===== src/logic/rap_defs.svh =====
// Sizing macros for the return-address prediction unit, included by the package and the RTL
`ifndef RAP_DEFS_SVH
`define RAP_DEFS_SVH

// Return address stack sizing

// log2 of the stack entry count, 16 entries
`define RAP_RAS_LOG2 4

// Code address width
`define RAP_ADDR_W 40

// Event buffer sizing

// Entries in the classifier-to-checker FIFO
`define RAP_FIFO_DEPTH 4

`endif


===== src/logic/rap_pkg.sv =====
// Shared record and event types for the return-address prediction unit and its testbench
`include "rap_defs.svh"

package rap_pkg;

    // Code address, same width as the stack entries
    typedef logic [`RAP_ADDR_W-1:0] addr_t;

    // Kind of stack event
    typedef enum logic [1:0] {
        CF_CALL = 2'd0,  // Push link address
        CF_RET  = 2'd1,  // Pop
        CF_SWAP = 2'd2   // Coroutine swap, pop then push
    } cf_kind_e;

    // Retired instruction as seen by the front end, 112 bits
    typedef struct packed {
        addr_t       pc;
        logic [31:0] instr;   // Raw 32-bit encoding
        addr_t       target;  // Next pc actually taken
    } instr_rec_t;

    // Stack-touching jump after classification, 122 bits
    typedef struct packed {
        addr_t    pc;
        cf_kind_e kind;
        addr_t    link;    // pc + 4
        addr_t    target;  // Resolved target, passed through
    } cf_event_t;

    // Scored prediction, 123 bits
    typedef struct packed {
        addr_t    pc;
        cf_kind_e kind;
        addr_t    pred;    // Predicted target
        addr_t    target;  // Resolved target
        logic     hit;     // pred == target, always set for calls
    } pred_res_t;

endpackage


===== src/logic/cf_classifier.sv =====
// Producer stage that turns retired JAL/JALR records into call, return and swap events
module cf_classifier (
    input  logic                clk_i,
    input  logic                rstn_i,
    input  rap_pkg::instr_rec_t in_i,
    input  logic                in_valid_i,
    output logic                in_ready_o,
    output rap_pkg::cf_event_t  out_o,
    output logic                out_valid_o,
    input  logic                out_ready_i
);

    localparam logic [6:0] OPC_JAL  = 7'b1101111;
    localparam logic [6:0] OPC_JALR = 7'b1100111;

    // Instruction fields
    logic [6:0] opcode;
    logic [4:0] rd;
    logic [4:0] rs1;
    logic [2:0] funct3;
    logic       rd_link;
    logic       rs1_link;

    // Decode result
    logic              is_stack;
    rap_pkg::cf_kind_e kind;

    // Output register
    rap_pkg::cf_event_t out_q;
    logic               out_valid_q;

    logic in_fire;

    assign opcode = in_i.instr[6:0];
    assign rd     = in_i.instr[11:7];
    assign funct3 = in_i.instr[14:12];
    assign rs1    = in_i.instr[19:15];

    // x1 (ra) or x5 (t0) act as link registers
    assign rd_link  = (rd == 5'd1) || (rd == 5'd5);
    assign rs1_link = (rs1 == 5'd1) || (rs1 == 5'd5);

    always_comb begin
        is_stack = 1'b0;
        kind     = rap_pkg::CF_CALL;
        if (opcode == OPC_JAL) begin
            is_stack = rd_link;  // Plain jumps drop out
        end else if (opcode == OPC_JALR && funct3 == 3'b000) begin
            if (rd_link && !rs1_link) begin
                is_stack = 1'b1;
            end else if (!rd_link && rs1_link) begin
                is_stack = 1'b1;
                kind     = rap_pkg::CF_RET;
            end else if (rd_link && rs1_link) begin
                is_stack = 1'b1;
                // Same register means a call, different means swap
                kind     = (rd == rs1) ? rap_pkg::CF_CALL : rap_pkg::CF_SWAP;
            end
        end
    end

    // Take a new record when empty or being drained
    assign in_ready_o = !out_valid_q || out_ready_i;
    assign in_fire    = in_valid_i && in_ready_o;

    always_ff @(posedge clk_i) begin
        if (!rstn_i) begin
            out_valid_q <= 1'b0;
        end else if (in_fire) begin
            out_valid_q <= is_stack;  // Dropped records leave it empty
        end else if (out_ready_i) begin
            out_valid_q <= 1'b0;
        end
    end

    // Payload, no reset
    always_ff @(posedge clk_i) begin
        if (in_fire && is_stack) begin
            out_q.pc     <= in_i.pc;
            out_q.kind   <= kind;
            out_q.link   <= in_i.pc + rap_pkg::addr_t'(4);
            out_q.target <= in_i.target;
        end
    end

    assign out_o       = out_q;
    assign out_valid_o = out_valid_q;

    // Stalled output must hold until the FIFO takes it
    a_out_stable: assert property (@(posedge clk_i) disable iff (!rstn_i)
        out_valid_o && !out_ready_i |=> out_valid_o && $stable(out_o));

endmodule


===== src/logic/rap_top.sv =====
// Top level of the return-address prediction unit, chains classifier, event FIFO and checker
module rap_top (
    input  logic                clk_i,
    input  logic                rstn_i,
    input  rap_pkg::instr_rec_t instr_i,
    input  logic                instr_valid_i,
    output logic                instr_ready_o,
    output rap_pkg::pred_res_t  res_o,
    output logic                res_valid_o,
    input  logic                res_ready_i,
    output logic [15:0]         ret_count_o,
    output logic [15:0]         hit_count_o
);

    // Classifier to FIFO
    rap_pkg::cf_event_t cls_ev;
    logic               cls_valid;
    logic               cls_ready;

    // FIFO to checker
    rap_pkg::cf_event_t fifo_ev;
    logic               fifo_valid;
    logic               fifo_ready;

    cf_classifier i_classifier (
        .clk_i       (clk_i),
        .rstn_i      (rstn_i),
        .in_i        (instr_i),
        .in_valid_i  (instr_valid_i),
        .in_ready_o  (instr_ready_o),
        .out_o       (cls_ev),
        .out_valid_o (cls_valid),
        .out_ready_i (cls_ready)
    );

    sync_fifo #(
        .item_t (rap_pkg::cf_event_t)
    ) i_ev_fifo (
        .clk_i      (clk_i),
        .rstn_i     (rstn_i),
        .wr_data_i  (cls_ev),
        .wr_valid_i (cls_valid),
        .wr_ready_o (cls_ready),
        .rd_data_o  (fifo_ev),
        .rd_valid_o (fifo_valid),
        .rd_ready_i (fifo_ready)
    );

    return_predict_check i_checker (
        .clk_i       (clk_i),
        .rstn_i      (rstn_i),
        .ev_i        (fifo_ev),
        .ev_valid_i  (fifo_valid),
        .ev_ready_o  (fifo_ready),
        .res_o       (res_o),
        .res_valid_o (res_valid_o),
        .res_ready_i (res_ready_i),
        .ret_count_o (ret_count_o),
        .hit_count_o (hit_count_o)
    );

endmodule


===== src/logic/return_address_stack.sv =====
// Circular return address stack with push, pop and replace-top, used by the prediction checker
`include "rap_defs.svh"

module return_address_stack (
    input  logic           clk_i,
    input  logic           rstn_i,
    input  rap_pkg::addr_t push_addr_i,
    input  logic           push_i,
    input  logic           pop_i,
    output rap_pkg::addr_t return_address_o
);

    localparam int ENTRIES = 2 ** `RAP_RAS_LOG2;

    rap_pkg::addr_t            stack_q [ENTRIES];
    logic [`RAP_RAS_LOG2-1:0]  head_q;   // Next free slot
    logic [`RAP_RAS_LOG2-1:0]  top_ptr;  // Most recent entry

    // Wraps at both ends, overflow overwrites the oldest slot
    assign top_ptr = head_q - 1'b1;

    always_ff @(posedge clk_i) begin
        if (!rstn_i) begin
            head_q <= '0;
            for (int i = 0; i < ENTRIES; i++) begin
                stack_q[i] <= '0;
            end
        end else if (push_i && pop_i) begin
            stack_q[top_ptr] <= push_addr_i;  // Replace top, head stays
        end else if (push_i) begin
            stack_q[head_q] <= push_addr_i;
            head_q          <= head_q + 1'b1;
        end else if (pop_i) begin
            head_q <= top_ptr;
        end
    end

    assign return_address_o = stack_q[top_ptr];

endmodule


===== src/logic/return_predict_check.sv =====
// Consumer stage that predicts return targets from the stack, scores them and keeps counters
module return_predict_check (
    input  logic                clk_i,
    input  logic                rstn_i,
    input  rap_pkg::cf_event_t  ev_i,
    input  logic                ev_valid_i,
    output logic                ev_ready_o,
    output rap_pkg::pred_res_t  res_o,
    output logic                res_valid_o,
    input  logic                res_ready_i,
    output logic [15:0]         ret_count_o,
    output logic [15:0]         hit_count_o
);

    logic           ev_fire;
    logic           ras_push;
    logic           ras_pop;
    rap_pkg::addr_t ras_top;   // Top before this edge's update

    rap_pkg::addr_t pred;
    logic           hit;
    logic           is_ret;    // Return or swap

    rap_pkg::pred_res_t res_q;
    logic               res_valid_q;
    logic [15:0]        ret_cnt_q;
    logic [15:0]        hit_cnt_q;

    assign ev_ready_o = !res_valid_q || res_ready_i;
    assign ev_fire    = ev_valid_i && ev_ready_o;

    // Kind to stack controls, swap does both
    assign ras_push = ev_fire && (ev_i.kind != rap_pkg::CF_RET);
    assign ras_pop  = ev_fire && (ev_i.kind != rap_pkg::CF_CALL);

    return_address_stack i_ras (
        .clk_i            (clk_i),
        .rstn_i           (rstn_i),
        .push_addr_i      (ev_i.link),
        .push_i           (ras_push),
        .pop_i            (ras_pop),
        .return_address_o (ras_top)
    );

    assign is_ret = (ev_i.kind == rap_pkg::CF_RET) || (ev_i.kind == rap_pkg::CF_SWAP);

    // Calls are not predicted here, report their own target as a hit
    assign pred = is_ret ? ras_top : ev_i.target;
    assign hit  = is_ret ? (ras_top == ev_i.target) : 1'b1;

    always_ff @(posedge clk_i) begin
        if (!rstn_i) begin
            res_valid_q <= 1'b0;
            ret_cnt_q   <= '0;
            hit_cnt_q   <= '0;
        end else begin
            if (ev_fire) begin
                res_valid_q <= 1'b1;
            end else if (res_ready_i) begin
                res_valid_q <= 1'b0;
            end
            if (ev_fire && is_ret) begin
                ret_cnt_q <= ret_cnt_q + 1'b1;
                if (hit) begin
                    hit_cnt_q <= hit_cnt_q + 1'b1;
                end
            end
        end
    end

    // Result payload
    always_ff @(posedge clk_i) begin
        if (ev_fire) begin
            res_q.pc     <= ev_i.pc;
            res_q.kind   <= ev_i.kind;
            res_q.pred   <= pred;
            res_q.target <= ev_i.target;
            res_q.hit    <= hit;
        end
    end

    assign res_o       = res_q;
    assign res_valid_o = res_valid_q;
    assign ret_count_o = ret_cnt_q;
    assign hit_count_o = hit_cnt_q;

    // Stack top only moves on an accepted event
    a_ras_on_accept: assert property (@(posedge clk_i) disable iff (!rstn_i)
        !ev_fire |=> $stable(ras_top));

endmodule


===== src/logic/sync_fifo.sv =====
// Synchronous FIFO with valid/ready on both ports, payload type set by the instantiating level
`include "rap_defs.svh"

module sync_fifo #(
    parameter type item_t = logic
) (
    input  logic  clk_i,
    input  logic  rstn_i,
    input  item_t wr_data_i,
    input  logic  wr_valid_i,
    output logic  wr_ready_o,
    output item_t rd_data_o,
    output logic  rd_valid_o,
    input  logic  rd_ready_i
);

    localparam int DEPTH = `RAP_FIFO_DEPTH;
    localparam int PTR_W = (DEPTH > 1) ? $clog2(DEPTH) : 1;
    localparam int CNT_W = $clog2(DEPTH + 1);

    item_t            mem [DEPTH];  // Storage, no reset
    logic [PTR_W-1:0] wr_ptr;
    logic [PTR_W-1:0] rd_ptr;
    logic [CNT_W-1:0] count;

    logic full;
    logic empty;
    logic wr_fire;
    logic rd_fire;

    assign full  = (count == CNT_W'(DEPTH));
    assign empty = (count == '0);

    // Full FIFO still takes a write when the head leaves this cycle
    assign wr_ready_o = !full || rd_ready_i;
    assign rd_valid_o = !empty;
    assign rd_data_o  = mem[rd_ptr];

    assign wr_fire = wr_valid_i && wr_ready_o;
    assign rd_fire = rd_valid_o && rd_ready_i;

    always_ff @(posedge clk_i) begin
        if (!rstn_i) begin
            wr_ptr <= '0;
            rd_ptr <= '0;
            count  <= '0;
        end else begin
            if (wr_fire) begin
                wr_ptr <= (wr_ptr == PTR_W'(DEPTH - 1)) ? '0 : wr_ptr + 1'b1;
            end
            if (rd_fire) begin
                rd_ptr <= (rd_ptr == PTR_W'(DEPTH - 1)) ? '0 : rd_ptr + 1'b1;
            end
            if (wr_fire && !rd_fire) begin
                count <= count + 1'b1;
            end else if (rd_fire && !wr_fire) begin
                count <= count - 1'b1;
            end
        end
    end

    always_ff @(posedge clk_i) begin
        if (wr_fire) begin
            mem[wr_ptr] <= wr_data_i;
        end
    end

    // A write into a full buffer leaves it exactly full
    a_no_overflow: assert property (@(posedge clk_i) disable iff (!rstn_i)
        full && wr_fire |=> full);

    // Nothing leaves an empty buffer
    a_no_underflow: assert property (@(posedge clk_i) disable iff (!rstn_i)
        empty && !wr_fire |=> empty);

endmodule


===== config.mk =====
export PLATFORM = sky130hd
export DESIGN_NAME = rap_top
export DESIGN_NICKNAME = d
export VERILOG_FILES = /design/src/logic/rap_pkg.sv /design/src/logic/cf_classifier.sv /design/src/logic/rap_top.sv /design/src/logic/return_address_stack.sv /design/src/logic/return_predict_check.sv /design/src/logic/sync_fifo.sv
export VERILOG_INCLUDE_DIRS = /design/src /design/src/logic
export SDC_FILE = /design/constraint.sdc
export NUM_CORES = 2
export LEC_CHECK = 0
export BUFFER_PORTS_ARGS = -buffer_cell sky130_fd_sc_hd__buf_2
export CAP_MARGIN = 20
export CORE_MARGIN = 2
export CORE_UTILIZATION = 55
export DETAILED_ROUTE_END_ITERATION = 6
export MAX_ROUTING_LAYER = met4
export PLACE_DENSITY_LB_ADDON = 0.05
export SETUP_SLACK_MARGIN = 0.02
export SLEW_MARGIN = 10
export SYNTH_ARGS = -nofsm -noshare
export SYNTH_HDL_FRONTEND = slang
export SYNTH_SLANG_ARGS = --single-unit

===== constraint.sdc =====
create_clock -name clk_i -period 10.9 [get_ports clk_i]
set_input_delay 2.18 -clock clk_i [delete_from_list [all_inputs] [get_ports clk_i]]
set_output_delay 2.18 -clock clk_i [all_outputs]
set_load 0.02 [all_outputs]

==> summary.md <==
| Metric | Value |
|---|---|
| Status | finished, final reports clean |
| Fin crit period | roughly 6.5 ns |
| Vias in the first global route | approximately 33k |
| FP Rows | 118 |
| CTS Hold Bufs | 0 |
| Hold crit path type | reg2reg |
| Postcts setup bufs | 0 |
| Post-detail-place hpwl | ~90000 µm |
| IO Port Bufs | 260 |
| Skew final | a little under 0.02 ns |
| Leakage power | 0.0225 µW |
| Most common cell after layout, fill and taps aside | edfxtp_1 |
| First-pass GRT wire length | 221000 µm |
| WL/cell | roughly 28 µm |
| Critical path class | reg2reg |
| Worst path arrival time | roughly 7.2 ns |
| Post-synth top area cell | edfxtp_1 |
| Period utilisation layout | roughly 60% |
| Post_cts resized | 0 |
| Share of layout cells above drive strength 1 | a little over a fifth |
| Yosys warnings | 0 |
| Setup crit start kind | register |
| Setup WS post-layout | 4.38 ns |
| Die H | approximately 330 µm |
| Slew margin rel. | a little under a quarter |
| Initial Utilization | between 50% and 60% |
| Worst-path clk slew | about 0.06 ns |
| Via-to-Cell Ratio | around 6 |
| First-pass DRT Iterations | 6 |
| Overall routed net length | 153000 µm |
| Final setup violation count | 0 |
| Crit-path max FO | 31 |
| TritonCTS Sinks | roughly 1.4k |
| Root buffer cell | clkbuf_16 |
| GRT Total Usage | 29.5% |
| Clock network fraction of total power | approximately 28% |
| RSZ-0062 raised after global routing | no |
| Clk Latency, worst-skew pair | approximately 0.76 ns |
| Unique masters post-synth | 72 |
| Switching Fraction | between 30% and 40% |
| Synth area leaders | edfxtp_1, mux4_2, nor2_1 |
| Fin nets | 4016 |
| Pin count of the biggest net entering global routing | approximately 130 |
| P&R area growth vs syn | 12.6% |
| Top_reg_cell synth | edfxtp_1 |
| Net Switching | between 5000 and 6000 µW |
| Slew @ Worst Pin | 1.15 ns |
| CTS Buf Count | around 150 |
| Most frequent cells in the layout | edfxtp_1, nor2_1, buf_2 |
| Syn_area_per_cell | between 15 and 20 µm² |
| Initial antenna violation count | 1 |
| P per Cell Area | 263 mW/mm² |
| CTS tree | yes |
| Synth top area share | between 70 and 80% |
| CP Capture Type | register |
| Clock buffer depth | 3 |
| Max-cap violation count | 0 |
| Die W | 328 µm |
| Remaining antenna violation count after routing | 0 |
| H-Tree Level Count | 4 |
| Sequential Power Share | between 40% and 50% |
| Dpl cell area | 0.0605 mm² |
| Gate Count Post-Synth | ~3.6k |
| EDFF count, synth | around 1.4k |
| Worst slack, placed | 4.42 ns |
| Drt drc | 0 |
| Sequential area share after synthesis | about 72% |
| Net Count, Synth | 3753 |
| Worst VDD drop | 440 µV |
| I/O pin cnt | about 270 |
| Final instance area | around 0.065 mm² |
| Global route total overflow | 0 |
| Mapped Area | between 0.05 and 0.06 mm² |
| Setup TNS | 0 ns |
| Starting DRC count in detailed routing | 4117 |
| Req. time, crit path | approximately 12 ns |
| Ys async rst share | 0% |
| Routability congestion estimate | between 0.8 and 0.9 |
| Max Fclk | 153 MHz |
| Core Area | 0.104 mm² |
| Pint | 11100 µW |
| Yosys reg bits | 1410 |
| Total die area | roughly 0.11 mm² |
| Hold Violations, Final | 0 |
| Fin. max-slew vios | 0 |
| Combinational Power Share | between 30% and 40% |
| Via count | about 33k |
power by group through the flow:
stage	clock network, µW	registers (µW)	logic, µW
final	4690	6870	5520
after CTS	4750	6880	5450
after detailed placement	0	6990	5430
after floorplan	0	7180	3280
after global routing	4950	6920	5750
after global placement	0	6960	5360
layout make-up:
cell class	count	area [µm²]
repair buffers	346	2010
diodes	1	2.50
clock buffers	188	3880
flip-flops and latches	1410	41900
inverters	41	158
fillers	7519	38800
multi-input cells	1941	14800
well taps	1380	1730
clock inverters	72	584
worst paths after layout:
kind         slack (ns)                  endpoint  cells past startpoint                      start
max reg2reg        4.38  i_checker.hit_count_o[6]                     12  i_checker.i_ras.head_q[0]
min                0.47                  register                      2        i_ev_fifo.rd_ptr[1]
max                4.38  i_checker.hit_count_o[6]                     12  i_checker.i_ras.head_q[0]
min reg2reg        0.47                  register                      2        i_ev_fifo.rd_ptr[1]
logic make-up after synthesis:
logic type      Yosys count  share of synthesized area (%)
flops                  1410                           72.5
simple gates           1195                           8.63
mux                     459                           12.9
buf+inv                 271                           2.26
compound gates          171                           1.85
xor+xnor                101                           1.56
fa+ha+maj                15                          0.338
stage by stage:
step           std cells  hold WS [ns]  total power [µW]  utilization (%)
2_1_floorplan       3622         0.454             10500                -
3_3_place_gp        5105         0.458             12300             58.2
3_5_place_dp        5109         0.477             12400             58.2
4_1_cts             5369         0.479             17100             62.5
5_1_grt             5379         0.502             17600             62.6
6_report            5379         0.474             17100             62.6
state kept, by name (all words and copies together) (netlist names), named ones only:
| signal | flops |
|---|---|
| i_classifier.out_o | 120 |
| i_checker.res_valid_o | 1 |
| i_checker.ret_count_o | 16 |
| i_checker.i_ras.head_q | 4 |
| i_ev_fifo.count | 3 |
| i_checker.res_o | 123 |
| i_classifier.out_valid_o | 1 |
| i_checker.i_ras.stack_q | 640 |
| i_ev_fifo.wr_ptr | 2 |
| i_ev_fifo.rd_ptr | 2 |
| i_checker.hit_count_o | 16 |
| i_ev_fifo.mem | 480 |
synth_stat cells, types with 4 or more instances:
cell type,count
buf_6,25
a32oi_1,9
mux4_2,219
mux2_1,4
nor3b_1,9
nand4_1,31
o22ai_1,7
edfxtp_1,1363
and4_1,4
o211ai_1,7
o32ai_1,4
a21oi_1,31
nor3_1,20
nor2b_1,10
xor2_1,41
xnor2_1,58
nor2_1,726
ha_1,14
buf_1,52
mux2_2,59
a211oi_1,6
nand2b_1,13
nand2_1,247
and2_1,6
clkbuf_1,114
and3_1,25
o31ai_1,4
o21ai_1,42
buf_4,12
or3_1,6
nor4_1,11
buf_2,25
a31oi_1,12
inv_1,39
o21ai_0,27
mux2i_1,175
nand3_1,68
nand3b_1,7
dfxtp_1,47
metal layers:
layer  track usage, %  wire length (µm)  vias to the layer above
met2             46.0             74400                     1529
met3             5.24             13200                      268
met1             38.9             59000                    17000
li1                 -                 -                    14100
met5                -                 0                        -
met4             11.8              6160                        0
critical path: stages, from the launching register on:
cell and delay, ns:
dfxtp_4 0.64, inv_2 0.39, ha_4 0.67, clkinv_2 0.76, buf_4 0.62, mux4_2 0.52
mux2i_1 0.54, xnor2_1 0.24, nor4_1 0.40, a31oi_1 0.36, or3_4 0.53, or4_1 0.53
mux2i_1 0.14
Power figures use the tool's default switching activity.
